`src/logic/lynx_video_pkg.sv`:
```
// Frame geometry, color and settings types, sync constants and CSR map for the video back end
package lynx_video_pkg;

	// Active picture of the handheld LCD
	localparam int frame_w     = 160;
	localparam int frame_h     = 102;
	localparam int frame_words = frame_w * frame_h;   // 16320

	typedef logic [13:0] pix_addr_t;

	typedef struct packed {
		logic [3:0] r;
		logic [3:0] g;
		logic [3:0] b;
	} rgb12_t;

	typedef enum logic [1:0] {
		blend_off   = 2'd0,
		blend_two   = 2'd1,   // Current and previous frame
		blend_three = 2'd2    // All three buffers
	} blend_mode_e;

	typedef struct packed {
		logic              buffer_en;
		blend_mode_e       blend;
		logic signed [3:0] hshift;
	} video_cfg_t;

	//////////////////////////////////////////////////////////////////////////
	// Raster constants
	localparam int v_active_start = 120;
	localparam int hs_start       = 350;
	localparam int hs_width       = 32;
	localparam int vs_first       = 1;
	localparam int vs_last        = 3;

	//////////////////////////////////////////////////////////////////////////
	// Register map and bus responses
	localparam int                csr_aw         = 4;
	localparam logic [csr_aw-1:0] csr_ctrl_addr  = 4'h0;
	localparam logic [csr_aw-1:0] csr_shift_addr = 4'h4;

	localparam logic [1:0] axi_okay   = 2'b00;
	localparam logic [1:0] axi_slverr = 2'b10;

	typedef enum logic [1:0] {
		idle,
		write_resp,
		read_data
	} csr_state_e;

endpackage
```
`src/logic/raster_if.sv`:
```
// Raster timing bundle from the beam timer to the frame store and the blender
`timescale 1ns/1ps

interface raster_if;
	import lynx_video_pkg::*;

	logic      ce_pix;      // One pixel slot per pulse
	logic      hblank;
	logic      vblank;
	logic      frame_end;   // Single clock in the last slot of the last line
	pix_addr_t rd_addr;     // Frame word for the slot just entered

	// Beam timer owns every signal
	modport timer (
		output ce_pix,
		output hblank,
		output vblank,
		output frame_end,
		output rd_addr
	);

	// Frame store follows the read address and rotates at frame end
	modport store (
		input frame_end,
		input rd_addr
	);

	// Blender lines up blanking with the fetched words
	modport blend (
		input ce_pix,
		input hblank,
		input vblank
	);

endinterface

```
`src/logic/raster_timer.sv`:
```
// Pixel enable divider, beam counters, blanking, sync and frame read address walk
`timescale 1ns/1ps

module raster_timer #(
	parameter int pix_div = 9,
	parameter int h_total = 445,
	parameter int v_total = 270
) (
	input  logic                       clk_sys,
	input  logic                       arst_n,
	input  lynx_video_pkg::video_cfg_t cfg,
	raster_if.timer                    rt,
	output logic                       hs,
	output logic                       vs
);
	import lynx_video_pkg::*;

	localparam int dw = (pix_div > 1) ? $clog2(pix_div) : 1;
	localparam int xw = $clog2(h_total);
	localparam int yw = $clog2(v_total);

	logic [dw-1:0]     div;
	logic              tick;
	logic [xw-1:0]     x;
	logic [yw-1:0]     y;
	logic [xw-1:0]     x_next;
	logic [yw-1:0]     y_next;
	logic              x_last;
	logic              y_last;
	logic              n_hblank;
	logic              n_vblank;
	logic              active;
	logic signed [3:0] shift_q;
	logic [xw-1:0]     hs_on;
	logic [xw-1:0]     hs_off;
	logic              hs_slot;
	logic              vs_slot;
	logic              hs_d;
	logic              vs_d;

	assign tick = (div == dw'(pix_div - 1));

	// x and y describe the slot currently shown
	assign x_last = (x == xw'(h_total - 1));
	assign y_last = (y == yw'(v_total - 1));
	assign x_next = x_last ? '0 : x + 1'b1;
	assign y_next = x_last ? (y_last ? '0 : y + 1'b1) : y;

	assign n_hblank = (x_next >= frame_w);
	assign n_vblank = (y_next < v_active_start) || (y_next >= v_active_start + frame_h);
	assign active   = !rt.hblank && !rt.vblank;

	// Sync window moves with the latched shift
	assign hs_on  = xw'(hs_start + int'(shift_q));
	assign hs_off = xw'(hs_start + hs_width + int'(shift_q));

	assign rt.frame_end = rt.ce_pix && x_last && y_last;

	////////////////////////////////////////////////////////////////////////////
	// Beam
	always_ff @(posedge clk_sys or negedge arst_n) begin
		if (!arst_n) begin
			div        <= '0;
			rt.ce_pix  <= 1'b0;
			x          <= xw'(h_total - 1);   // First tick enters slot 0 of line 0
			y          <= yw'(v_total - 1);
			rt.hblank  <= 1'b1;
			rt.vblank  <= 1'b1;
			rt.rd_addr <= '0;
			shift_q    <= '0;
			hs_slot    <= 1'b0;
			vs_slot    <= 1'b0;
		end else begin
			div       <= tick ? '0 : div + 1'b1;
			rt.ce_pix <= tick;

			if (rt.frame_end)
				shift_q <= cfg.hshift;

			if (tick) begin
				x         <= x_next;
				y         <= y_next;
				rt.hblank <= n_hblank;
				rt.vblank <= n_vblank;

				// Raster order walk, restarted in vertical blank
				if (n_vblank)
					rt.rd_addr <= '0;
				else if (active)
					rt.rd_addr <= (rt.rd_addr == pix_addr_t'(frame_words - 1)) ? '0
					                                                          : rt.rd_addr + 1'b1;

				if (x_next == hs_on) begin
					hs_slot <= 1'b1;
					if (y_next == yw'(vs_first))
						vs_slot <= 1'b1;
					if (y_next == yw'(vs_last + 1))
						vs_slot <= 1'b0;
				end else if (x_next == hs_off) begin
					hs_slot <= 1'b0;
				end
			end
		end
	end

	// Two clocks to match the store read and blender register
	always_ff @(posedge clk_sys or negedge arst_n) begin
		if (!arst_n) begin
			hs_d <= 1'b0;
			vs_d <= 1'b0;
			hs   <= 1'b0;
			vs   <= 1'b0;
		end else begin
			hs_d <= hs_slot;
			vs_d <= vs_slot;
			hs   <= hs_d;
			vs   <= vs_d;
		end
	end

endmodule

```
`src/flat_wrapper.sv`:
```
// flat-port wrapper written by rule: the top's interface ports become plain ports
module raster_timer_flat import lynx_video_pkg::*;
#(
	parameter int pix_div = 9,
	parameter int h_total = 445,
	parameter int v_total = 270
)
  (clk_sys, arst_n, cfg, hs, vs, rt_ce_pix, rt_hblank, rt_vblank, rt_frame_end, rt_rd_addr);
  raster_if rt_i ();
  input  logic clk_sys;
  input  logic arst_n;
  input  lynx_video_pkg::video_cfg_t cfg;
  output logic hs;
  output logic vs;
  output wire logic [$bits(rt_i.ce_pix)-1:0] rt_ce_pix;
  output wire logic [$bits(rt_i.hblank)-1:0] rt_hblank;
  output wire logic [$bits(rt_i.vblank)-1:0] rt_vblank;
  output wire logic [$bits(rt_i.frame_end)-1:0] rt_frame_end;
  output wire logic [$bits(rt_i.rd_addr)-1:0] rt_rd_addr;
  assign rt_ce_pix = rt_i.ce_pix;
  assign rt_hblank = rt_i.hblank;
  assign rt_vblank = rt_i.vblank;
  assign rt_frame_end = rt_i.frame_end;
  assign rt_rd_addr = rt_i.rd_addr;
  raster_timer #(.pix_div(pix_div), .h_total(h_total), .v_total(v_total)) u_core (.clk_sys(clk_sys), .arst_n(arst_n), .cfg(cfg), .rt(rt_i), .hs(hs), .vs(vs));
endmodule
```
`config.mk`:
```
export PLATFORM = sky130hd
export DESIGN_NAME = raster_timer_flat
export DESIGN_NICKNAME = d
export VERILOG_FILES = /design/src/logic/lynx_video_pkg.sv /design/src/logic/raster_if.sv /design/src/logic/raster_timer.sv /design/src/flat_wrapper.sv
export SDC_FILE = /design/constraint.sdc
export NUM_CORES = 1
export LEC_CHECK = 0
export ABC_AREA = 0
export BUFFER_PORTS_ARGS = -buffer_cell sky130_fd_sc_hd__buf_2
export CAP_MARGIN = 20
export CORE_MARGIN = 5
export CORE_UTILIZATION = 55
export DETAILED_ROUTE_END_ITERATION = 10
export PLACE_DENSITY = 0.75
export SYNTH_ARGS = -nofsm -noshare
export SYNTH_HDL_FRONTEND = slang
export SYNTH_SLANG_ARGS = --single-unit
export TNS_END_PERCENT = 100
```
`constraint.sdc`:
```
create_clock -name clk_sys -period 2.7 [get_ports clk_sys]
set_input_delay 0.135 -clock clk_sys [delete_from_list [all_inputs] [get_ports clk_sys]]
set_output_delay 0.135 -clock clk_sys [all_outputs]
set_load 0.01 [all_outputs]
```
==> results.yml <==
critical_path:
  crit_fanout: 8
  rr_endpoint: "u_core.rt.rd_addr[9]"
  r2r_cells: 11
  endpoint_kind: "flip-flop"
  path_cells: "inv_1 -> ha_2 -> nand4b_1 -> or3_1 -> o221a_1 -> o2111ai_2 -> o221ai_4 -> buf_12 -> buf_4 -> o2111ai_1 -> o21ai_1"
  path_delay_family: "compound AO/OA/AOI/OAI gates"
  path_buf_inv: 3
  regToRegStartpoint: "u_core.x[1]"
  crit_end: "u_core.rt.rd_addr[9]"
  cp.depth: 11
  worst_path_max_delay_cell: "or3_1"
  worstSetupPathType: "reg -> reg"
  slowest_delay_ns: 0.46
  setup.worst_path.start_class: "flip-flop"
  ff2ff_setup_slack_ns: 0.09
  critical_path_arrival_ns: 2.80
  setup.worst_path.start: "u_core.x[1]"
  required_ns: 2.89
cts:
  ctsLongestPathBuffers: 2
  clkTransAtPathRegs_ns: 0.09
  cts_sinks: 49
  root_buffer: "clkbuf_8"
  clk_latency_ns: 0.32
  cts_buffers: 5
  htree_levels: 2
  tritoncts: "done"
floorplan:
  die_area_um2: 7520
  die_w_um: 86.7
  core_area_um2: 5820
  num_rows: 28
  die_height_um: 86.7
  initial_utilization: 0.557
  io_pins: 29
global_route:
  use_met3: 0.0295
  grtUsageTotal: 0.216
  grt_pass1_vias: 2822
  grt_start_max_net_pins: 25
  antenna_found_initial: 0
  grt_use_met2: 0.382
  met1_usage: 0.267
  grt_pass1_wl_um: 13100
  gr-total-overflow: 0
  gr-max-usage-layer: "met2"
sta:
  finClkSkew_ns: 0.0158
  setup_viol: 0
  worstMarginPinSlew_ns: 0.763
  hold_violations: 0
  report.final.slew_viol_count: 0
  fmax_mhz: 383
  slew_headroom: 0.487
  min_period_over_period: 0.966
  whs_ns: 0.0512
  rsz0062_at_grt: "true"
  finalCriticalPeriod_ns: 2.61
routing:
  first_pass_iters: 5
  route.detailed.drc: 0
  wl_per_cell_um: 15.5
  drt-total-wl_um: 7700
  drtAntennaViolNets: 0
  avgViaCountPerCell: 5.79
  drt_iter0_drc: 170
  num_vias: 2864
finish:
  nFillCells: 470
  seq_area_um2: 1240
  multi_input_area_um2: 1850
  diodes: 0
  fin_nets: 438
  utilization: 0.675
  area_delta_synth_final_pct: 21.2
  drive_gt1_frac: 0.295
yosys:
  synth_top_area_cell: "dfrtp_1"
  yosys_warnings: 0
  netlist_area_um2: 3240
  synth_top_area_frac: 0.286
  synth_cell_types: 64
  ys.flop_type: "dfrtp_1"
  synth-seq-cells: 49
  ys_seq_area_frac: 0.383
  synthArstFlopShare: 1.00
  syn_nets: 374
  synth_edf_count: 0
  avgSynthCellArea_um2: 9.12
  synthTopCellsByArea: "dfrtp_1, dfstp_2, nand2_1"
  syn_inst: 355
power:
  p_per_area_nw_per_um2: 336
  finalPower_mw: 1.32
  p_leak_nw: 1.75
  peakVddDrop_uv: 262
run_status:
  status: "complete, no violations"
job:
  maxCapViolCount: 0
place:
  io_buffers: 25
  hpwl_um: 5620
  gp_congestion: 0.873
min_path:
  holdCritPathClass: "in -> reg"
==> sequential cells by signal, indices dropped and copies added (netlist names), 4 cells and up <==
signal	flops
u_core.div	4
u_core.x	9
u_core.shift_q	4
u_core.y	9
u_core.rt.rd_addr	14
==> synth_stat cells (2+ instances only) <==
| master | n |
|---|---|
| a21o_1 | 4 |
| or3_1 | 5 |
| ha_1 | 10 |
| buf_4 | 2 |
| nor3_1 | 12 |
| nand4_1 | 8 |
| inv_1 | 29 |
| dfstp_2 | 12 |
| nor4_4 | 2 |
| and4_1 | 6 |
| nand2_1 | 46 |
| o221ai_1 | 3 |
| or2_1 | 2 |
| o31ai_1 | 2 |
| mux2_2 | 5 |
| mux2i_1 | 6 |
| and3_1 | 6 |
| nor4_1 | 5 |
| clkbuf_1 | 8 |
| nor2_1 | 14 |
| o221ai_2 | 5 |
| o211ai_1 | 3 |
| a21oi_1 | 11 |
| xnor2_1 | 12 |
| nand3_1 | 27 |
| dfrtp_1 | 37 |
| o21ai_1 | 7 |
| nand4b_1 | 4 |
| nor2b_1 | 2 |
| xor2_1 | 7 |
| and4b_1 | 2 |
| buf_2 | 5 |
| o21ai_0 | 15 |
==> per-stage QoR <==
step	instances	setup TNS, ns	setup WS [ns]	cell area, um2
finish	495	0	0.0912	3930
global route	495	-0.00398	-0.00398	3930
floorplan	355	0	0.210	3240
global placement	480	0	0.0117	3710
CTS	490	0	0.0450	3840
detailed placement	480	-0.102	-0.0301	3710
==> per-layer routing <==
| layer | part of all wire | routed length (um) |
|---|---|---|
| met1 | 0.44 | 3390 |
| met2 | 0.50 | 3850 |
| met3 | 0.042 | 320 |
| met4 | 0.019 | 146 |
| met5 | 0 | 0 |
==> cell families (layout without fill, tap and decap cells) <==
| group | Yosys count | after routing | share of synthesized area |
|---|---|---|---|
| compound gates | 65 | 65 | 0.157 |
| mux | 12 | 12 | 0.0394 |
| simple gates | 153 | 153 | 0.265 |
| xor+xnor | 20 | 20 | 0.0564 |
| fa+ha+maj | 10 | 10 | 0.0386 |
| flops | 49 | 49 | 0.383 |
| buf+inv | 46 | 111 | 0.0599 |
==> final cells by class <==
cell class,count,share of cell area
Clock buffer,6,0.0185
Clock inverter,2,0.00988
Inverter,29,0.0277
Multi-Input combinational cell,260,0.470
Sequential cell,49,0.316
Tap cell,75,0.0239
Timing Repair Buffer,74,0.134
==> timing repair <==
item / 4_1_cts / 5_1_grt
hold buffers: 1 / 0
endpoints found under the hold margin: 15 / 0
pin swaps: 1 / 7
gates resized for setup: 0 / 9
setup buffers: 1 / 5
setup endpoints to repair: 11 / 16
==> how the worst min path moves through the flow <==
stage,startpoint,end,cells after the start
floorplan,arst_n,u_core.div[0],0
global placement,arst_n,u_core.y[6],1
detailed placement,arst_n,u_core.y[6],1
CTS,cfg[2],u_core.shift_q[2],2
global route,cfg[2],u_core.shift_q[2],2
finish,cfg[2],u_core.shift_q[2],2
==> where the power goes <==
part / switching [mW] / internal, mW / leakage, nW / total [mW]
sequential: 0.00208 / 0.737 / 0.622 / 0.739
combinational: 0.0280 / 0.0164 / 1.07 / 0.0444
clock: 0.257 / 0.279 / 0.0554 / 0.536
==> layout by cell type, fill, tap and decap left out, types with 2 or more instances in the layout <==
| cell type | n |
|---|---|
| nand2_1 | 46 |
| buf_4 | 45 |
| dfrtp_1 | 37 |
| inv_1 | 29 |
| nand3_1 | 27 |
| buf_2 | 25 |
| o21ai_0 | 15 |
| nor2_1 | 14 |
| xnor2_1 | 12 |
| dfstp_2 | 12 |
| a21oi_1 | 11 |
| nor3_1 | 11 |
| ha_1 | 9 |
| nand4_1 | 8 |
| o21ai_1 | 7 |
| xor2_1 | 7 |
| and4_1 | 6 |
| and3_1 | 6 |
| mux2i_1 | 6 |
| or3_1 | 5 |
| mux2_2 | 5 |
| o221ai_2 | 5 |
| clkbuf_8 | 5 |
| nand4b_1 | 4 |
| a21o_1 | 4 |
| nor4_1 | 4 |
| o221ai_1 | 3 |
| o211ai_1 | 3 |
| and4b_1 | 2 |
| nor3_2 | 2 |
| or2_1 | 2 |
| o31ai_1 | 2 |
| nor2b_1 | 2 |
| nor4_2 | 2 |
| nor4_4 | 2 |
| buf_12 | 2 |
==> worst reg2reg max path: stages, from the launching register on <==
cell and delay (ns):
dfrtp_1 0.39, inv_1 0.08, ha_2 0.18, nand4b_1 0.21
or3_1 0.46, o221a_1 0.24, o2111ai_2 0.24, o221ai_4 0.17
buf_12 0.17, buf_4 0.15, o2111ai_1 0.10, o21ai_1 0.10
(Power assumes the default switching activity.)
