[config.mk]
export PLATFORM = sky130hd
export DESIGN_NAME = video_csr
export DESIGN_NICKNAME = d
export VERILOG_FILES = /design/src/logic/lynx_video_pkg.sv /design/src/logic/video_csr.sv
export SDC_FILE = /design/constraint.sdc
export NUM_CORES = 1
export LEC_CHECK = 0
export BUFFER_PORTS_ARGS = -buffer_cell sky130_fd_sc_hd__buf_2
export CELL_PAD_IN_SITES_DETAIL_PLACEMENT = 1
export CELL_PAD_IN_SITES_GLOBAL_PLACEMENT = 1
export CORE_ASPECT_RATIO = 0.5
export CORE_UTILIZATION = 23
export DETAILED_ROUTE_END_ITERATION = 10
export PLACE_DENSITY = 0.77
export SLEW_MARGIN = 40
export SYNTH_ARGS = -nofsm -noshare
export SYNTH_HDL_FRONTEND = slang
export SYNTH_SLANG_ARGS = --single-unit
[constraint.sdc]
create_clock -name clk_sys -period 3.7 [get_ports clk_sys]
set_input_delay 1.11 -clock clk_sys [delete_from_list [all_inputs] [get_ports clk_sys]]
set_output_delay 1.11 -clock clk_sys [all_outputs]
set_load 0.1 [all_outputs]
[src/logic/lynx_video_pkg.sv]
// Frame geometry, color and settings types, sync constants and CSR map for the video back end
package lynx_video_pkg;

	// Active picture of the handheld LCD
	localparam int frame_w     = 160;
	localparam int frame_h     = 102;
	localparam int frame_words = frame_w * frame_h;   // 16320

	typedef logic [13:0] pix_addr_t;

	typedef struct packed {
		logic [3:0] r;
		logic [3:0] g;
		logic [3:0] b;
	} rgb12_t;

	typedef enum logic [1:0] {
		blend_off   = 2'd0,
		blend_two   = 2'd1,   // Current and previous frame
		blend_three = 2'd2    // All three buffers
	} blend_mode_e;

	typedef struct packed {
		logic              buffer_en;
		blend_mode_e       blend;
		logic signed [3:0] hshift;
	} video_cfg_t;

	//////////////////////////////////////////////////////////////////////////
	// Raster constants
	localparam int v_active_start = 120;
	localparam int hs_start       = 350;
	localparam int hs_width       = 32;
	localparam int vs_first       = 1;
	localparam int vs_last        = 3;

	//////////////////////////////////////////////////////////////////////////
	// Register map and bus responses
	localparam int                csr_aw         = 4;
	localparam logic [csr_aw-1:0] csr_ctrl_addr  = 4'h0;
	localparam logic [csr_aw-1:0] csr_shift_addr = 4'h4;

	localparam logic [1:0] axi_okay   = 2'b00;
	localparam logic [1:0] axi_slverr = 2'b10;

	typedef enum logic [1:0] {
		idle,
		write_resp,
		read_data
	} csr_state_e;

endpackage
[src/logic/video_csr.sv]
// AXI4-Lite slave holding the CTRL and SHIFT video settings
`timescale 1ns/1ps

module video_csr (
	input  logic                              clk_sys,
	input  logic                              arst_n,
	// Write address and data
	input  logic [lynx_video_pkg::csr_aw-1:0] awaddr,
	input  logic                              awvalid,
	output logic                              awready,
	input  logic [31:0]                       wdata,
	input  logic [3:0]                        wstrb,
	input  logic                              wvalid,
	output logic                              wready,
	// Write response
	output logic [1:0]                        bresp,
	output logic                              bvalid,
	input  logic                              bready,
	// Read address and data
	input  logic [lynx_video_pkg::csr_aw-1:0] araddr,
	input  logic                              arvalid,
	output logic                              arready,
	output logic [31:0]                       rdata,
	output logic [1:0]                        rresp,
	output logic                              rvalid,
	input  logic                              rready,
	output lynx_video_pkg::video_cfg_t        cfg
);
	import lynx_video_pkg::*;

	csr_state_e state;
	logic       wr_go;
	logic       rd_go;
	logic       wr_known;

	// Address and data are taken in the same cycle, writes win over reads
	assign wr_go    = (state == idle) && awvalid && wvalid;
	assign rd_go    = (state == idle) && arvalid && !wr_go;
	assign wr_known = (awaddr == csr_ctrl_addr) || (awaddr == csr_shift_addr);

	assign awready = wr_go;
	assign wready  = wr_go;
	assign arready = rd_go;
	assign bvalid  = (state == write_resp);
	assign rvalid  = (state == read_data);

	////////////////////////////////////////////////////////////////////////////
	// Handshake FSM and settings
	always_ff @(posedge clk_sys or negedge arst_n) begin
		if (!arst_n) begin
			state <= idle;
			cfg   <= '0;
		end else begin
			case (state)
				idle: begin
					if (wr_go)
						state <= write_resp;
					else if (rd_go)
						state <= read_data;
				end
				write_resp: if (bready) state <= idle;
				read_data:  if (rready) state <= idle;
				default:    state <= idle;
			endcase

			// All fields sit in byte 0
			if (wr_go && wstrb[0]) begin
				if (awaddr == csr_ctrl_addr) begin
					cfg.buffer_en <= wdata[0];
					// Code 3 also selects three frames
					cfg.blend     <= (wdata[2:1] == 2'b11) ? blend_three
					                                       : blend_mode_e'(wdata[2:1]);
				end else if (awaddr == csr_shift_addr) begin
					cfg.hshift <= wdata[3:0];
				end
			end
		end
	end

	// Response payload
	always_ff @(posedge clk_sys) begin
		if (wr_go)
			bresp <= wr_known ? axi_okay : axi_slverr;

		if (rd_go) begin
			case (araddr)
				csr_ctrl_addr: begin
					rdata <= {29'd0, cfg.blend, cfg.buffer_en};
					rresp <= axi_okay;
				end
				csr_shift_addr: begin
					rdata <= {28'd0, cfg.hshift};
					rresp <= axi_okay;
				end
				default: begin
					rdata <= 32'd0;       // Unmapped offset
					rresp <= axi_slverr;
				end
			endcase
		end
	end

endmodule

==> impl_metrics.ini, run 1 <==
[logic_synthesis]
synth.distinct_cells = 20
synth.largest_area_cell = buf_4
yosysWarnings = 0
synth_area_um2 = 910.9
synth_edf_count = 6
synth_cells = 78
synth_area_leaders = buf_4 (26%), dfrtp_1 (25%), edfxtp_1 (20%)
synth_common_cells = buf_4 (31), dfrtp_1 (9), edfxtp_1 (6)
postSynthAreaPerCell_um2 = 11.68
synthArstFlopShare_pct = 60.00
synth_most_common_cell = buf_4
yosysTopAreaCellShare_pct = 25.55
ys_ff_latch = 15
synth_flop_cell = dfrtp_1
synth_seq_area_share_pct = 44.51

[clock_tree]
ctsHoldBuffers = 0
ctsLongestPathBuffers = 2
cts_sinks = 15
post_cts.repair.setup_buffers = 0
cts_inserted_buffers = 3
cts.clk_slew.worst_paths_ps = 60
htreeDepth = 1
root_buffer = clkbuf_8
ctsResizeCount = 0
cts_tree = yes
clk_latency_ps = 240

[timing]
skew_ps = 0.8455
layout_min_cycle_time_ps = 3090
hold_viol = 0
grt_setup_unrepaired = no
tns_ps = 0
setup_viol = 0
fmax_mhz = 323.6
report.final.slew_viol_count = 0
finalCritPeriodShare_pct = 83.52

[power_and_ir_drop]
p_leak_nw = 0.5958
irDropWorstVdd_mv = 0.1260
total_power_uw = 728.2
p_per_area_nw_per_um2 = 650.3

[floorplanning]
die-area_um2 = 4231
core_um2 = 3603
die-height_um = 46.50
num_io_pins = 99
fp-row-count = 15
initial_utilization_pct = 25.28
fp.dieW_um = 91.00

[finish]
final_util_pct = 31.08
final_cell_area_um2 = 1120
fill_cells = 430
drive_above_1_share_pct = 42.74
finalNetCount = 169
area_growth_syn_to_layout_pct = 22.94
antenna_cells = 0

[min_path]
hp-class = reg -> reg

[grt]
antenna_found_initial = 0
grt_overflow = 0
grt_pass1_wl_um = 2628
grt_pass1_vias = 579
grt_usage_pct = 8.084
grt_max_degree = 10

[setup_path]
worst_setup_path_end_kind = output port
worstPathMaxFanout = 6
critPathRequiredTime_ps = 2590
critPathKind = in -> out
crit_path_frequent_cell = buf_2
worstPathArrival_ps = 1980
cp_top_family = buffers and inverters
cp-start-kind = primary input
slowest_stage = buf_2
max_stage_delay_ps = 450
cp_num_buf_inv = 2
crit_chain = buf_2, and4bb_4, buf_2

[drt]
vias = 575
drt_first_pass_iters = 2
wl_um = 1729
final_antenna_net_count = 0
wl_per_cell_um = 10.29
drc = 0
routed_via_density = 3.423
drt-initial-drc-count = 24

[placement]
dpl_cell_area_um2 = 1074
place_congestion = 0.6230
io_buffers = 37
dp_hpwl_um = 1546

[run]
max_cap_violations = 0

[run_status]
status = completed
where the power goes:
group          internal [mW]  switching, mW
sequential             0.194         0.0156
combinational         0.0520          0.339
clock                 0.0742         0.0537
per-stage QoR:
step	hold WS [ps]	worst slack, ps	cells
after detailed placement	528.5	605.3	164
after global placement	504.2	618.9	164
after floorplan	757.2	72.37	107
after global routing	551.4	588.0	168
after CTS	542.3	606.7	168
final	531.7	609.9	168
layout by cell type (no fill, tap or decap):
cell       synthesis  routed
inv_1              4       4
clkinv_2           0       1
conb_1             1      30
a2111oi_4          0       1
buf_12             0       1
or3_1              1       1
clkbuf_8           0       3
nor2b_1            2       2
buf_4             31       1
and4b_4            1       1
dfrtp_1            9       9
nand4_4            1       1
nor2_1             4       4
nor3_2             1       1
mux2_4             3       3
mux2i_1            3       3
and4bb_4           1       1
edfxtp_1           6       6
mux2_1             4       4
and2b_1            1       1
nand2_1            1       1
a21o_1             2       2
buf_2              0      36
metal layers:
metal | vias to the layer above | GRT usage [%] | wire length (um)
li1 | 276 | - | -
met1 | 270 | 8.342 | 575
met2 | 27 | 17.42 | 1037
met3 | 2 | 1.320 | 95
met4 | 0 | 2.857 | 20
met5 | - | 0 | 0
kinds of logic after synthesis:
| kind of cell | count (synthesis) | synth area share (%) |
|---|---|---|
| AND/OR/NAND/NOR | 13 | 11.68 |
| multiplexers | 10 | 13.19 |
| buffers and inverters | 36 | 27.61 |
| AO/OA/AOI/OAI | 3 | 2.610 |
| other | 1 | 0.4117 |
| flip-flops | 15 | 44.51 |
flip-flops by register name (all words and copies together), names as in the netlist:
register / count
rresp: 1
cfg: 7
bresp: 1
rdata: 4
state: 2
cell type report:
class                           instances  area [um2]  area share, %
Sequential cell                        15       405.4          36.20
Inverter                                4       15.01          1.341
Multi-Input combinational cell         56       381.6          34.08
Clock buffer                            3       41.29          3.687
Clock inverter                          1       5.005         0.4469
Timing Repair Buffer                   38       207.7          18.55
Tap cell                               51       63.81          5.698
final timing paths:
kind / start / to / slack (ps) / cells past startpoint
max: wvalid / wready / 610 / 3
max in group asynchronous: arst_n / cfg[4] / 2810 / 1
min: cfg[2] / cfg[2] / 530 / 1
min reg2reg: cfg[2] / cfg[2] / 530 / 1
min in group asynchronous: arst_n / cfg[3] / 710 / 1
max reg2reg: state[0] / cfg[4] / 2140 / 3
Note: power is estimated with default switching activity, not from simulation.
==> inputs of run 2 (changes only) <==
- ABC_AREA: default -> 1
- CORE_UTILIZATION: 23 -> 21
- PLACE_DENSITY: 0.77 -> 0.73
- clock period: 3.7 -> 2.7 ns (I/O delays scaled with it)
==> run 2 against run 1 <==
Effect of this change:
- first-iteration DRC count is 13% lower
- global-route usage is 0.24 points higher
- die area is 20% higher
- sequential cell count stayed put
- critical path depth is 3 higher
- critical path type unchanged
- routed wire length is 15% higher
- sequential power is 42% higher
==> impl_metrics.ini, run 2 <==
[run_status]
status = completed

[floorplanning]
die-height_um = 50.79
core_um2 = 4488
initial_utilization_pct = 22.27
fp.dieW_um = 99.58
num_io_pins = 99
die-area_um2 = 5057
fp-row-count = 17

[drt]
routed_via_density = 3.385
wl_um = 1990
final_antenna_net_count = 0
drt_first_pass_iters = 2
wl_per_cell_um = 9.128
drc = 0
vias = 738
drt-initial-drc-count = 21

[power_and_ir_drop]
clockPowerShare_pct = 15.5
p_per_area_nw_per_um2 = 931.2
p_leak_nw = 0.6465
total_power_mw = 1.162
p_int_uw = 478.9
power_frac_comb_pct = 58.9
p_switching_uw = 682.7
pwr-share-seq_pct = 25.7
irDropWorstVdd_mv = 0.2011
switching_share_pct = 58.77

[setup_path]
cp-start-kind = primary input
worstPathMaxFanout = 3
critPathKind = in -> out
worstPathArrival_ps = 1550
worst_setup_path_end_kind = output port
critPathRequiredTime_ps = 1890

[grt]
grt_overflow = 0
antenna_found_initial = 0
grt_usage_pct = 8.328
grt_pass1_wl_um = 3270
grt_max_degree = 10
grt_pass1_vias = 750

[timing]
fmax_mhz = 423.8
skew_ps = 1.318
hold_viol = 0
setup_viol = 0
grt_setup_unrepaired = no
tns_ps = 0
report.final.slew_viol_count = 0
finalCritPeriodShare_pct = 87.40
layout_min_cycle_time_ps = 2360

[finish]
largest_reg_flops = 7
fill_cells = 544
top_register = cfg
final_common_cell = buf_2
top_regs = cfg: 7 flops, rdata: 4 flops, state: 2 flops
drive_above_1_share_pct = 32.89
finalNetCount = 204
antenna_cells = 0
final_cell_mix = buf_2 (34), conb_1 (30), inv_1 (13), nand2_1 (13)
area_growth_syn_to_layout_pct = 24.78

[run]
max_cap_violations = 0

[clock_tree]
ctsHoldBuffers = 0
cts_sinks = 15
cts_tree = yes
ctsLongestPathBuffers = 2
clk_latency_ps = 240
cts.clk_slew.worst_paths_ps = 60
post_cts.repair.setup_buffers = 0
cts_inserted_buffers = 3
ctsResizeCount = 0
root_buffer = clkbuf_8
htreeDepth = 1

[logic_synthesis]
synth.distinct_cells = 19
synth_cells = 112
synth_edf_count = 6
synth_seq_area_share_pct = 40.55
ys_ff_latch = 15
synth.largest_area_cell = buf_4
synthArstFlopShare_pct = 60.00
postSynthAreaPerCell_um2 = 8.926
synth_common_cells = buf_4 (31), inv_1 (14), nand2_1 (13)
yosysTopAreaCellShare_pct = 23.28
synth_most_common_cell = buf_4
synth_area_um2 = 999.7
synth_area_leaders = buf_4 (23%), dfrtp_1 (23%), edfxtp_1 (18%)
yosysWarnings = 0
synth_flop_cell = dfrtp_1

[placement]
place_congestion = 0.7150
dp_hpwl_um = 1693
io_buffers = 37

[min_path]
hp-class = in -> async
## run 2: cell types whose count changed after synthesis, sizes merged, moves of 3 or more
cell / before / now
nand2: 1 / 14
inv: 4 / 16
nand3: 0 / 8
nor2: 4 / 12
mux2: 7 / 0
o21bai: 0 / 7
o22ai: 0 / 4
mux2i: 3 / 0
## run 2: final timing paths
kind,start,to,slack [ps],depth (start not counted)
setup / recovery,wvalid,awready,340,6
hold / removal,arst_n,cfg[1],400,1
setup reg to reg,state[1],rdata[3],1320,4
hold reg to reg,state[1],state[0],590,1
max in group asynchronous,arst_n,state[0],2120,1
min in group clk_sys,state[1],state[0],590,1
## run 2: critical path: stages
cell and delay, ps:
buf_2 100, nand2_1 90, inv_2 70, nand2_4 120, clkinvlp_4 160, buf_12 190
## run 2: cell type report
| cell class | instances | area [um2] | share of cell area (%) |
|---|---|---|---|
| Timing Repair Buffer | 38 | 237.7 | 19.06 |
| Multi-Input combinational cell | 78 | 395.4 | 31.69 |
| Tap cell | 66 | 82.58 | 6.620 |
| Inverter | 17 | 81.33 | 6.520 |
| Sequential cell | 15 | 405.4 | 32.50 |
| Clock buffer | 4 | 45.04 | 3.611 |
## run 2: layer usage
metal / part of all wire [%] / wire (um) / GRT usage (%)
met5: 0 / 0 / 0
met4: 1.4 / 27 / 3.922
met3: 4.8 / 96 / 1.393
met2: 54 / 1077 / 15.86
met1: 40 / 789 / 9.198
## run 2: through the flow
stage	worst slack, ps	utilization, %	instance area, um2	cells	hold slack (ps)
finish	340.1	27.79	1247	218	401.8
global route	308.2	27.79	1247	218	409.4
CTS	337.0	27.79	1247	218	404.5
detailed placement	351.1	26.79	1202	214	576.0
global placement	372.6	26.79	1202	214	551.4
floorplan	7.314	-	1119	141	514.4
## run 2: kinds of logic after synthesis
group,count (synthesis),synth area share [%]
buffers and inverters,48,31.04
flip-flops,15,40.55
other,1,0.3751
AO/OA/AOI/OAI,12,8.510
AND/OR/NAND/NOR,36,19.53
## run 2: power by group through the flow
stage          clock [mW]  combinational [mW]  sequential [mW]
3_5_place_dp            0               0.685            0.302
5_1_grt             0.192               0.707            0.303
2_1_floorplan           0               0.398            0.521
6_report            0.180               0.684            0.298
4_1_cts             0.183               0.686            0.298
3_3_place_gp            0               0.680            0.302
