==> config.mk <==
export PLATFORM = sky130hd
export DESIGN_NAME = flicker_blender_flat
export DESIGN_NICKNAME = d
export VERILOG_FILES = /design/src/logic/lynx_video_pkg.sv /design/src/logic/raster_if.sv /design/src/logic/flicker_blender.sv /design/src/flat_wrapper.sv
export SDC_FILE = /design/constraint.sdc
export NUM_CORES = 1
export LEC_CHECK = 0
export BUFFER_PORTS_ARGS = -buffer_cell sky130_fd_sc_hd__buf_2
export CORE_AREA = 10 10 115 117
export DETAILED_ROUTE_END_ITERATION = 10
export DIE_AREA = 0 0 125 127
export HOLD_SLACK_MARGIN = 0.15
export PLACE_DENSITY = 0.78
export SYNTH_ARGS = -nofsm -noshare
export SYNTH_HDL_FRONTEND = slang
export SYNTH_SLANG_ARGS = --single-unit
==> constraint.sdc <==
create_clock -name clk_sys -period 1.2 [get_ports clk_sys]
set_input_delay 0 -clock clk_sys [delete_from_list [all_inputs] [get_ports clk_sys]]
set_output_delay 0 -clock clk_sys [all_outputs]
set_load 0.01 [all_outputs]
==> src/logic/lynx_video_pkg.sv <==
// Frame geometry, color and settings types, sync constants and CSR map for the video back end
package lynx_video_pkg;

	// Active picture of the handheld LCD
	localparam int frame_w     = 160;
	localparam int frame_h     = 102;
	localparam int frame_words = frame_w * frame_h;   // 16320

	typedef logic [13:0] pix_addr_t;

	typedef struct packed {
		logic [3:0] r;
		logic [3:0] g;
		logic [3:0] b;
	} rgb12_t;

	typedef enum logic [1:0] {
		blend_off   = 2'd0,
		blend_two   = 2'd1,   // Current and previous frame
		blend_three = 2'd2    // All three buffers
	} blend_mode_e;

	typedef struct packed {
		logic              buffer_en;
		blend_mode_e       blend;
		logic signed [3:0] hshift;
	} video_cfg_t;

	//////////////////////////////////////////////////////////////////////////
	// Raster constants
	localparam int v_active_start = 120;
	localparam int hs_start       = 350;
	localparam int hs_width       = 32;
	localparam int vs_first       = 1;
	localparam int vs_last        = 3;

	//////////////////////////////////////////////////////////////////////////
	// Register map and bus responses
	localparam int                csr_aw         = 4;
	localparam logic [csr_aw-1:0] csr_ctrl_addr  = 4'h0;
	localparam logic [csr_aw-1:0] csr_shift_addr = 4'h4;

	localparam logic [1:0] axi_okay   = 2'b00;
	localparam logic [1:0] axi_slverr = 2'b10;

	typedef enum logic [1:0] {
		idle,
		write_resp,
		read_data
	} csr_state_e;

endpackage
==> src/logic/raster_if.sv <==
// Raster timing bundle from the beam timer to the frame store and the blender
`timescale 1ns/1ps

interface raster_if;
	import lynx_video_pkg::*;

	logic      ce_pix;      // One pixel slot per pulse
	logic      hblank;
	logic      vblank;
	logic      frame_end;   // Single clock in the last slot of the last line
	pix_addr_t rd_addr;     // Frame word for the slot just entered

	// Beam timer owns every signal
	modport timer (
		output ce_pix,
		output hblank,
		output vblank,
		output frame_end,
		output rd_addr
	);

	// Frame store follows the read address and rotates at frame end
	modport store (
		input frame_end,
		input rd_addr
	);

	// Blender lines up blanking with the fetched words
	modport blend (
		input ce_pix,
		input hblank,
		input vblank
	);

endinterface

==> src/logic/flicker_blender.sv <==
// Flicker blend of current and older frames into 8-bit RGB with aligned blanking
`timescale 1ns/1ps

module flicker_blender (
	input  logic                         clk_sys,
	input  logic                         arst_n,
	input  lynx_video_pkg::video_cfg_t   cfg,
	raster_if.blend                      rt,
	input  lynx_video_pkg::rgb12_t       word_now,
	input  lynx_video_pkg::rgb12_t       word_last,
	input  lynx_video_pkg::rgb12_t [2:0] word_all,
	output logic [7:0]                   red,
	output logic [7:0]                   green,
	output logic [7:0]                   blue,
	output logic                         hblank_o,
	output logic                         vblank_o,
	output logic                         ce_pix_o
);
	import lynx_video_pkg::*;

	logic ce_d;
	logic hbl_d;
	logic vbl_d;

	// One color channel
	function automatic logic [7:0] blend_chan(
		input blend_mode_e mode,
		input logic [3:0]  cur,
		input logic [3:0]  prev,
		input logic [3:0]  c0,
		input logic [3:0]  c1,
		input logic [3:0]  c2
	);
		logic [4:0]  sum2;
		logic [5:0]  sum3;
		logic [7:0]  ext3;
		logic [23:0] prod;
		sum2 = cur + prev;
		sum3 = c0 + c1 + c2;
		ext3 = {sum3, sum3[5:4]};
		prod = ext3 * 24'd21845;   // Roughly a divide by three after the shift
		case (mode)
			blend_two:   return {sum2, sum2[4:2]};
			blend_three: return prod[21:14];
			default:     return {cur, cur};
		endcase
	endfunction

	// Store data arrives one clock after the slot starts
	always_ff @(posedge clk_sys or negedge arst_n) begin
		if (!arst_n) begin
			ce_d     <= 1'b0;
			hbl_d    <= 1'b1;
			vbl_d    <= 1'b1;
			ce_pix_o <= 1'b0;
			hblank_o <= 1'b1;
			vblank_o <= 1'b1;
		end else begin
			ce_d     <= rt.ce_pix;
			hbl_d    <= rt.hblank;
			vbl_d    <= rt.vblank;
			ce_pix_o <= ce_d;
			if (ce_d) begin
				hblank_o <= hbl_d;
				vblank_o <= vbl_d;
			end
		end
	end

	always_ff @(posedge clk_sys) begin
		if (ce_d) begin
			red   <= blend_chan(cfg.blend, word_now.r, word_last.r,
			                    word_all[0].r, word_all[1].r, word_all[2].r);
			green <= blend_chan(cfg.blend, word_now.g, word_last.g,
			                    word_all[0].g, word_all[1].g, word_all[2].g);
			blue  <= blend_chan(cfg.blend, word_now.b, word_last.b,
			                    word_all[0].b, word_all[1].b, word_all[2].b);
		end
	end

endmodule

==> src/flat_wrapper.sv <==
// flat-port wrapper written by rule: the top's interface ports become plain ports
module flicker_blender_flat import lynx_video_pkg::*;
  (clk_sys, arst_n, cfg, word_now, word_last, word_all, red, green, blue, hblank_o, vblank_o, ce_pix_o, rt_ce_pix, rt_hblank, rt_vblank);
  raster_if rt_i ();
  input  logic clk_sys;
  input  logic arst_n;
  input  lynx_video_pkg::video_cfg_t cfg;
  input  lynx_video_pkg::rgb12_t word_now;
  input  lynx_video_pkg::rgb12_t word_last;
  input  lynx_video_pkg::rgb12_t [2:0] word_all;
  output logic [7:0] red;
  output logic [7:0] green;
  output logic [7:0] blue;
  output logic hblank_o;
  output logic vblank_o;
  output logic ce_pix_o;
  input wire logic [$bits(rt_i.ce_pix)-1:0] rt_ce_pix;
  input wire logic [$bits(rt_i.hblank)-1:0] rt_hblank;
  input wire logic [$bits(rt_i.vblank)-1:0] rt_vblank;
  assign rt_i.ce_pix = rt_ce_pix;
  assign rt_i.hblank = rt_hblank;
  assign rt_i.vblank = rt_vblank;
  flicker_blender u_core (.clk_sys(clk_sys), .arst_n(arst_n), .cfg(cfg), .rt(rt_i), .word_now(word_now), .word_last(word_last), .word_all(word_all), .red(red), .green(green), .blue(blue), .hblank_o(hblank_o), .vblank_o(vblank_o), .ce_pix_o(ce_pix_o));
endmodule
==> results by group, run 1 <==
Hold path
  – Min-delay src: word_now[8]
  – Min-Delay Path Depth: 4
  – Min-delay worst type: in2reg
  – Hold EP: u_core.red[4]$_DFFE_PP_

Route
  – 1st-iter DRT viols: 284
  – Final WL: 18.0 mm
  – Via count: 5773
  – Initial DRT Pass Iterations: 7
  – Via-to-Cell Ratio: 5.61
  – WL per Instance: 17.4 um
  – Final ANT Viol Nets: 0
  – Drc violations: 0

Synth
  – Post-synth EDFFs: 24
  – Syn_area_per_cell: 9.46 um2
  – Most used DFF post-synth: edfxtp_1
  – Mapped Nets: 844
  – Post-synth top area cell: ha_1
  – Synth top area share: 30.8%
  – Most frequent cell after synthesis: ha_1
  – Post-synthesis register bit count: 30
  – Register area share after synthesis: 15.5%
  – Dominant cells by area after synthesis: ha_1 (31%), edfxtp_1 (13%), fa_1 (12%), a21oi_1 (5.8%), xnor2_1 (4.6%)
  – Yosys warns: 0
  – Cell area after technology mapping: 0.00565 mm2
  – Asr flop ratio synth: 20.0%
  – Most common library cells after synthesis: ha_1 (139), a21oi_1 (65), inv_1 (56)
  – Synth Instances: 598
  – Synth unique cells: 53

Critical path
  – CP bufs+invs: 3
  – R2r endpoint: u_core.red[4]$_DFFE_PP_
  – CP Capture Type: register
  – Worst EP arrival: 5.19 ns
  – R2r setup slk: 0.17 ns
  – Worst path required time: 1.33 ns
  – Slowest cell on crit path: fa_2
  – Reg2reg path depth: 1
  – Critical Path, Cell by Cell: buf_6 > ha_4 > fa_2 > ha_4 > a211o_1 > a21oi_2 > nor2_2 > ha_2 > fa_1 > inv_2 > fa_1 > fa_1 > inv_2 > ha_4 > and4_4 > a221oi_2 > o21ai_1 > a31o_4 > a211o_1 > or3_4 > o211ai_2
  – Critical path class: in2reg
  – CP max FO: 5
  – Reg-to-reg startpoint: u_core.ce_d$_DFF_PN0_
  – CP delay by family, top: adder cells
  – Crit path launch type: primary input
  – Worst path max stage delay: 0.59 ns

Floorplan
  – Core ar.: 0.0111 mm2
  – Initial core utilization: 50.8%
  – Row cnt: 39
  – Die area: 0.0159 mm2
  – I/O pin count: 99
  – Die Wd: 125 um
  – Chip Height: 127 um

CTS
  – Root Buffer: clkbuf_16
  – H-tree Lvls: 2
  – CTS tree: built
  – Clock Tree Buf Depth: 2
  – Total CTS buffers: 5
  – Clock-pin slew on the worst setup and hold paths: 0.05 ns
  – Clk sinks: 30
  – Worst-skew pair later-pin latency: 0.28 ns

Timing
  – Period minus WS final: 5.06 ns
  – Unrepaired setup endpoints after global routing: yes
  – Least-Margin Pin Slew: 0.392 ns
  – Pins Over Slew Limit: 0
  – Tcrit/Tclk final: 421%
  – Final Skew: 0.00664 ns
  – Hold Fails Final Rpt: 0
  – PnR worst setup slack: -3.86 ns
  – Final setup violating endpoints: 24
  – Max Fclk: 0.198 GHz
  – Max_slew headroom: 73.5%

GRT
  – Largest net degree at the start of global routing: 18
  – Initial antenna violation count: 0
  – Vias in the first global route: 6279
  – Gr usage total: 21.1%
  – Global-route wire length before repair: 28.7 mm
  – GR Overflow Total: 0

Finish
  – Share of post-route cells with drive strength above 1: 47.6%
  – Synthesis-to-finish area growth: 55.6%
  – NumNets Final: 1131
  – Ant. Diodes: 0

Outcome
  – Failing checks: negative setup slack
  – Status: finished, violations left

Placement
  – GP Congestion: 0.916
  – DP Wirelength: 14.0 mm
  – Place WS: -4.32 ns
  – # port buffers: 93

Run
  – Maxcap violations: 0
through the flow:
| step | instances | hold slack [ns] | instance area [um2] | util (%) | TNS [ns] |
|---|---|---|---|---|---|
| floorplan | 598 | -0.296 | 6040 | - | -85.85 |
| global placement | 986 | -0.182 | 7860 | 70.7 | -93.40 |
| detailed placement | 986 | -0.175 | 7860 | 70.7 | -97.24 |
| CTS | 1016 | 0.166 | 8520 | 76.6 | -86.83 |
| global route | 1029 | 0.183 | 8800 | 79.1 | -90.31 |
| finish | 1029 | 0.168 | 8800 | 79.1 | -86.93 |
worst max-delay path by stage:
stage,from,to,slack [ns],depth (start not counted)
floorplan,word_all[8],u_core.red[7]$_DFFE_PP_,-3.97,20
detailed placement,word_all[8],u_core.red[7]$_DFFE_PP_,-4.32,21
finish,word_all[20],u_core.red[7]$_DFFE_PP_,-3.86,21
CTS,word_all[20],u_core.red[7]$_DFFE_PP_,-3.83,21
global route,word_all[20],u_core.red[7]$_DFFE_PP_,-3.97,21
global placement,word_all[8],u_core.red[7]$_DFFE_PP_,-4.10,21
cells in the final DEF (no fill, tap or decap), types with 6 or more instances in the layout:
cell type    n
nor2_1      17
a21oi_1     39
ha_1       120
o21ai_2      6
o21ai_0     12
buf_4      186
xor2_1      18
o22ai_1      6
inv_2        6
inv_1       51
fa_1        28
buf_6       11
nand2_1     23
a211o_1      6
a21o_1      33
clkbuf_16    7
buf_2       87
ha_4        18
edfxtp_1    24
a21oi_4      9
fa_2         7
a21oi_2     19
xnor2_1     23
o21ai_1      8
what timing repair did:
item / in CTS / in global routing
gates cloned: 0 / 0
resized for setup: 56 / 32
setup buffers: 18 / 14
pin swaps: 72 / 63
endpoints found under the hold margin: 9 / 0
hold buffers: 5 / 0
setup endpoints to repair: 24 / 24
kinds of logic (layout without fill, tap and decap cells):
group | after synthesis | in the layout | synth area share, %
fa+ha+maj | 174 | 174 | 43.2
flops | 30 | 30 | 15.5
mux | 4 | 4 | 0.797
buf+inv | 69 | 357 | 4.60
simple gates | 96 | 96 | 8.48
compound gates | 176 | 176 | 19.9
xor+xnor | 49 | 49 | 7.59
final cells by class:
type | instances | area (um2)
well taps | 143 | 179
clock buffers | 8 | 189
multi-input cells | 499 | 5300
flip-flops and latches | 30 | 877
fillers | 638 | 2330
repair buffers | 290 | 2030
inverters | 59 | 224
flip-flops by register name, summed over array words and instances, names as in the netlist:
signal	flops
u_core.ce_pix_o	1
u_core.hblank_o	1
u_core.vbl_d	1
u_core.vblank_o	1
u_core.red	8
u_core.green	8
u_core.ce_d	1
u_core.hbl_d	1
u_core.blue	8
per-layer routing:
layer  vias to the layer above  track usage (%)  share of wire [%]
met1                      2779             23.0                 39
met4                         0             8.13                2.9
met5                         -                0                  0
met2                       189             40.1                 53
li1                       2758                -                  -
met3                        47             3.14                4.5
tightest hold or removal path: cells and delay by family:
| kind | cells | cell delay, ns |
|---|---|---|
| and+or+nand+nor | 1 | 0.04 |
| buffers and inverters | 2 | 0.23 |
| AOI/OAI and AO/OA | 1 | 0.06 |
Power of run 1 is left out: the tool's default activity adds up to more than one toggle a clock period on the data nets, which glitch-free logic cannot reach.
==> inputs of run 2 (changes only) <==
- CORE_AREA: 10 10 115 117 -> 4 4 100 102
- DIE_AREA: 0 0 125 127 -> 0 0 104 106
- PLACE_DENSITY: 0.78 -> 0.87
- clock period: 1.2 -> 6.2 ns (I/O delays scaled with it)
==> run 2 against run 1 <==
Effect of this change: highest routed layer unchanged; flip-flop and latch count stayed put; the run now ends clean; critical endpoint is now u_core.red[5]$_DFFE_PP_; core utilization is 8.3 points lower; sequential share of layout area is 3.6 points higher; largest cell class unchanged; critical path depth stayed put.
==> results by group, run 2 (synthesis gave the netlist of run 1 again) <==
GRT
  – Initial antenna violation count: 0 (unchanged)
  – GR Overflow Total: 0 (unchanged)
  – Gr usage total: 24.2% (was 21.1%)
  – Global-route wire length before repair: 22.5 mm (was 28.7 mm)
  – Largest net degree at the start of global routing: 29 (was 18)
  – Vias in the first global route: 5059 (was 6279)

CTS
  – Root Buffer: clkbuf_8 (was clkbuf_16)
  – Total CTS buffers: 5 (unchanged)
  – Resized Gates After CTS: 0 (was 56)
  – Clock-pin slew on the worst setup and hold paths: 0.06 ns (was 0.05 ns)
  – Clock Tree Buf Depth: 2 (unchanged)
  – Clk sinks: 30 (unchanged)
  – H-tree Lvls: 2 (unchanged)
  – CTS tree: built (unchanged)
  – Worst-skew pair later-pin latency: 0.28 ns (about the same)

Floorplan
  – Row cnt: 35 (was 39)
  – Die Wd: 104 um (was 125 um)
  – I/O pin count: 99 (unchanged)
  – Core ar.: 0.00911 mm2 (was 0.0111 mm2)
  – Initial core utilization: 62.1% (was 50.8%)
  – Die area: 0.0110 mm2 (was 0.0159 mm2)
  – Chip Height: 106 um (was 127 um)

Critical path
  – CP dominant cell by count: fa_1
  – CP Capture Type: register (unchanged)
  – R2r setup slk: 4.66 ns (was 0.17 ns)
  – Slowest cell on crit path: fa_1 (was fa_2)
  – Critical Path Start: word_all[8] (was word_all[20])
  – Critical path class: in2reg (unchanged)
  – Worst path max stage delay: 0.59 ns (about the same)
  – CP delay by family, top: adder cells (unchanged)
  – Worst EP arrival: 5.66 ns (was 5.19 ns)
  – Reg-to-reg startpoint: u_core.ce_d$_DFF_PN0_ (unchanged)
  – Worst path required time: 6.22 ns (was 1.33 ns)
  – Reg2reg path depth: 1 (unchanged)
  – R2r endpoint: u_core.hblank_o$_DFFE_PN1P_ (was u_core.red[4]$_DFFE_PP_)
  – Crit path launch type: primary input (unchanged)
  – CP max FO: 8 (was 5)
  – Critical Path, Cell by Cell: buf_2 > ha_1 > fa_1 > fa_1 > a21o_1 > a21oi_1 > xnor2_1 > inv_2 > fa_1 > inv_1 > fa_1 > fa_1 > inv_1 > ha_1 > and4_1 > a221oi_1 > o21ai_0 > a31o_4 > a31o_2 > o311ai_0 > a21oi_1 (was buf_6 > ha_4 > fa_2 > ha_4 > a211o_1 > a21oi_2 > nor2_2 > ha_2 > fa_1 > inv_2 > fa_1 > fa_1 > inv_2 > ha_4 > and4_4 > a221oi_2 > o21ai_1 > a31o_4 > a211o_1 > or3_4 > o211ai_2)
  – CP bufs+invs: 4 (was 3)

Timing
  – Unrepaired setup endpoints after global routing: no (was yes)
  – Least-Margin Pin Slew: 1.07 ns (was 0.392 ns)
  – Final Skew: 0.00445 ns (was 0.00664 ns)
  – PnR worst setup slack: 0.563 ns (was -3.86 ns)
  – Hold Fails Final Rpt: 0 (unchanged)
  – Setup Total Neg Slack: 0 ns (was -86.93 ns)
  – Pins Over Slew Limit: 0 (unchanged)
  – Period minus WS final: 5.64 ns
  – Tcrit/Tclk final: 90.9%
  – Max_slew headroom: 28.9% (was 73.5%)
  – Final setup violating endpoints: 0 (was 24)
  – Max Fclk: 0.177 GHz

Route
  – WL per Instance: 16.6 um (was 17.4 um)
  – Initial DRT Pass Iterations: 5 (was 7)
  – Via count: 5006 (was 5773)
  – Final WL: 13.5 mm (was 18.0 mm)
  – 1st-iter DRT viols: 216 (was 284)
  – Drc violations: 0 (unchanged)
  – Via-to-Cell Ratio: 6.15 (was 5.61)
  – Final ANT Viol Nets: 0 (unchanged)

Finish
  – FF+latch area: 876 um2 (was 877 um2)
  – Share of post-route cells with drive strength above 1: 17.2% (was 47.6%)
  – Synthesis-to-finish area growth: 14.0% (was 55.6%)
  – Most frequent cells in the layout: ha_1 (139), buf_2 (93), a21oi_1 (65) (was buf_4 (186), ha_1 (120), buf_2 (87))
  – Most common cell after layout, fill and taps aside: ha_1 (was buf_4)
  – Fill cell count: 658 (was 638)
  – Area of the multi-input gates: 0.00452 mm2 (was 0.00530 mm2)
  – Regs by FF count: u_core.blue x8, u_core.green x8, u_core.red x8 (unchanged)
  – NumNets Final: 948 (was 1131)
  – Post-Layout Cell Count: 814 (was 1029)
  – Ant. Diodes: 0 (unchanged)

Placement
  – Placed Cells: 794 (was 986)
  – GP Congestion: 0.912 (was 0.916)
  – DP Wirelength: 11.4 mm (was 14.0 mm)
  – Place WS: 0.274 ns (was -4.32 ns)
  – # port buffers: 93 (unchanged)

Hold path
  – Min-delay src: word_now[5] (was word_now[8])
  – Min-delay worst type: in2reg (unchanged)
  – Hold EP: u_core.green[5]$_DFFE_PP_ (was u_core.red[4]$_DFFE_PP_)
  – Min-Delay Path Depth: 3 (was 4)

Outcome
  – Status: finished, final reports clean (was finished, violations left)

Run
  – Maxcap violations: 0 (unchanged)
==> run 2: cell types whose count changed in the layout (fill, tap and decap cells not counted), sizes merged <==
cell and change:
clkbuf -1, dlygate4sd3 +7, clkinv +1, buf -190
==> run 2: what timing repair did <==
item | CTS | global route
endpoints found under the hold margin | 19 | 0
buffers inserted | 0 | 0
hold buffers | 12 | 0
==> run 2: worst max-delay path by stage <==
stage	to	slack (ns)	cells after the start
final	u_core.red[5]$_DFFE_PP_	0.56	21
after global routing	u_core.blue[7]$_DFFE_PP_	0.26	23
after CTS	u_core.red[5]$_DFFE_PP_	0.57	21
after detailed placement	u_core.red[5]$_DFFE_PP_	0.27	21
after global placement	u_core.red[5]$_DFFE_PP_	0.44	21
after floorplan	u_core.red[5]$_DFFE_PP_	0.85	20
==> run 2: routing by layer <==
| metal | share of wire, % | wire, um | global-route usage (%) |
|---|---|---|---|
| met1 | 39 | 5290 | 27.0 |
| met3 | 5.3 | 712 | 2.79 |
| met5 | 0 | 0 | 0 |
| met4 | 2.5 | 342 | 7.50 |
| met2 | 53 | 7150 | 47.8 |
==> run 2: per-stage QoR <==
stage          utilization, %  area (um2)  hold WS [ns]
2_1_floorplan               -        5650        -0.296
3_3_place_gp             68.4        6230        -0.180
3_5_place_dp             68.4        6230        -0.179
4_1_cts                  70.8        6450         0.165
5_1_grt                  70.8        6450         0.197
6_report                 70.8        6450         0.171
==> run 2: cell type report <==
type                            instances  share of cell area (%)
Multi-Input combinational cell        499                    70.1
Inverter                               59                    3.44
Clock inverter                          1                  0.0776
Clock buffer                            7                    1.34
Timing Repair Buffer                  107                    9.32
Tap cell                              111                    2.15
Sequential cell                        30                    13.6
==> run 2: worst min-delay path, stage by stage <==
cell	delay, ns
buf_2	0.13
o21ai_0	0.08
o22ai_1	0.11
Power of run 2 is left out for the same reason.
==> inputs of run 3 (changes only) <==
- CAP_MARGIN: not set -> 20
- CORE_AREA: 4 4 100 102 -> 2 2 98 100
- DIE_AREA: 0 0 104 106 -> 0 0 100 102
==> run 3 against run 2 <==
Effect of this change: first-iteration DRC count up 22%; via count fell by 2.5%; largest cell class unchanged; global-route usage is 1.4 points higher; register-to-register slack is essentially flat; sequential share of layout area about the same; cell count fell by 0.12%; critical path depth stayed put; flip-flop and latch count did not move; routed wire length down 4.2%; critical path type unchanged.
==> results by group, run 3 (synthesis gave the netlist of run 1 again) <==
Placement
  – GP Congestion: 0.921 (was 0.912)
  – DP Wirelength: 11.0 mm (was 11.4 mm)
  – Placed Cells: 794 (unchanged)
  – # port buffers: 93 (unchanged)

Finish
  – Core Util, Final: 70.6% (was 70.8%)
  – NumNets Final: 947 (was 948)
  – Post-Layout Cell Count: 813 (was 814)
  – Area of the multi-input gates: 0.00452 mm2 (unchanged)
  – Synthesis-to-finish area growth: 13.7% (was 14.0%)
  – Regs by FF count: u_core.blue x8, u_core.green x8, u_core.red x8 (unchanged)
  – Most common cell after layout, fill and taps aside: ha_1 (unchanged)
  – Fill cell count: 705 (was 658)
  – Most frequent cells in the layout: ha_1 (139), buf_2 (93), a21oi_1 (65) (unchanged)
  – FF+latch area: 876 um2 (unchanged)
  – Share of post-route cells with drive strength above 1: 17.2% (about the same)
  – Ant. Diodes: 0 (unchanged)

Floorplan
  – Row cnt: 35 (unchanged)
  – Die area: 0.0102 mm2 (was 0.0110 mm2)
  – Initial core utilization: 62.1% (unchanged)
  – Die Wd: 100 um (was 104 um)
  – Core ar.: 0.00911 mm2 (unchanged)
  – I/O pin count: 99 (unchanged)
  – Chip Height: 102 um (was 106 um)

CTS
  – Total CTS buffers: 5 (unchanged)
  – Clock Tree Buf Depth: 2 (unchanged)
  – Clk sinks: 30 (unchanged)
  – CTS tree: built (unchanged)
  – Clock-pin slew on the worst setup and hold paths: 0.06 ns (about the same)
  – Worst-skew pair later-pin latency: 0.28 ns (about the same)
  – Root Buffer: clkbuf_8 (unchanged)
  – H-tree Lvls: 2 (unchanged)

Critical path
  – Worst path required time: 6.22 ns (about the same)
  – Critical path class: in2reg (unchanged)
  – Crit path launch type: primary input (unchanged)
  – Worst EP arrival: 5.73 ns (was 5.66 ns)
  – CP Capture Type: register (unchanged)
  – CP max FO: 8 (unchanged)

GRT
  – Gr usage total: 25.6% (was 24.2%)
  – GR Overflow Total: 0 (unchanged)
  – Initial antenna violation count: 0 (unchanged)
  – Largest net degree at the start of global routing: 29 (unchanged)
  – Global-route wire length before repair: 21.4 mm (was 22.5 mm)
  – Vias in the first global route: 4951 (was 5059)

Timing
  – Final setup violating endpoints: 0 (unchanged)
  – Pins Over Slew Limit: 0 (unchanged)
  – Hold Fails Final Rpt: 0 (unchanged)
  – Max_slew headroom: 27.9% (was 28.9%)
  – Tcrit/Tclk final: 92.1% (was 90.9%)
  – Final Skew: 0.00267 ns (was 0.00445 ns)
  – Period minus WS final: 5.71 ns (was 5.64 ns)
  – Unrepaired setup endpoints after global routing: no (unchanged)
  – Least-Margin Pin Slew: 1.08 ns (was 1.07 ns)
  – Setup Total Neg Slack: 0 ns (unchanged)
  – Max Fclk: 0.175 GHz (was 0.177 GHz)

Route
  – Highest metal used: met4 (unchanged)
  – Metal3 WL: 668 um (was 712 um)
  – Via-to-Cell Ratio: 6.00 (was 6.15)
  – WL per Instance: 15.9 um (was 16.6 um)
  – Drc violations: 0 (unchanged)
  – Final WL: 12.9 mm (was 13.5 mm)
  – Met2 routed WL: 6.81 mm (was 7.15 mm)
  – Initial DRT Pass Iterations: 5 (unchanged)
  – 1st-iter DRT viols: 263 (was 216)
  – Final ANT Viol Nets: 0 (unchanged)
  – Via count: 4879 (was 5006)
  – Wire length on met1: 5.17 mm (was 5.29 mm)

Run
  – Maxcap violations: 0 (unchanged)

Outcome
  – Status: finished, final reports clean (unchanged)

Hold path
  – Min-delay worst type: in2reg (unchanged)
run 3: per-layer routing:
metal | track usage [%] | vias up
li1 | - | 2394
met1 | 30.5 | 2294
met2 | 48.3 | 158
met3 | 3.08 | 33
met4 | 7.69 | 0
met5 | 0 | -
run 3: per-stage QoR:
step | worst slack [ns] | instance area, um2 | hold slack, ns
floorplan | 0.853 | 5650 | -0.296
global placement | 0.425 | 6230 | -0.181
detailed placement | 0.164 | 6230 | -0.176
CTS | 0.487 | 6430 | 0.187
global route | 0.0889 | 6430 | 0.206
finish | 0.493 | 6430 | 0.192
run 3: timing repair:
item / 4_1_cts / 5_1_grt
resized for setup: 0 / 0
endpoints found under the hold margin: 19 / 0
buffers inserted: 0 / 0
setup endpoints to repair: 0 / 0
hold buffers: 11 / 0
run 3: critical path, cell delays in order:
cell	delay, ns
buf_2	0.10
ha_1	0.22
fa_1	0.50
fa_1	0.46
a21o_1	0.21
a21oi_1	0.17
xnor2_1	0.22
inv_2	0.17
fa_1	0.58
inv_1	0.06
fa_1	0.52
fa_1	0.54
inv_1	0.05
ha_1	0.29
and4_1	0.18
a221oi_1	0.26
o21ai_0	0.16
a31o_4	0.26
a31o_2	0.24
o311ai_0	0.39
a21oi_1	0.12
run 3: final timing paths:
path                                             start                          end  slack, ns  cells after the start
worst max register to register   u_core.ce_d$_DFF_PN0_  u_core.vblank_o$_DFFE_PN1P_       4.65                      1
worst min-delay path                       word_now[5]    u_core.green[5]$_DFFE_PP_       0.19                      3
worst max-delay path                       word_all[8]      u_core.red[5]$_DFFE_PP_       0.49                     21
min in group asynchronous                       arst_n       u_core.hbl_d$_DFF_PN1_       0.24                      2
max in group asynchronous                       arst_n    u_core.ce_pix_o$_DFF_PN0_       5.43                      3
worst min register to register  u_core.hbl_d$_DFF_PN1_  u_core.hblank_o$_DFFE_PN1P_       0.62                      1
run 3: area by class of cell:
cell class                 count  share of cell area, %
sequential                    30                   13.6
clock buffer                   6                   1.13
inverter                      59                   3.45
timing repair buffer         106                   9.19
clock inverter                 2                  0.156
multi-input combinational    499                   70.3
tap                          111                   2.16
Power of run 3 is left out for the same reason.
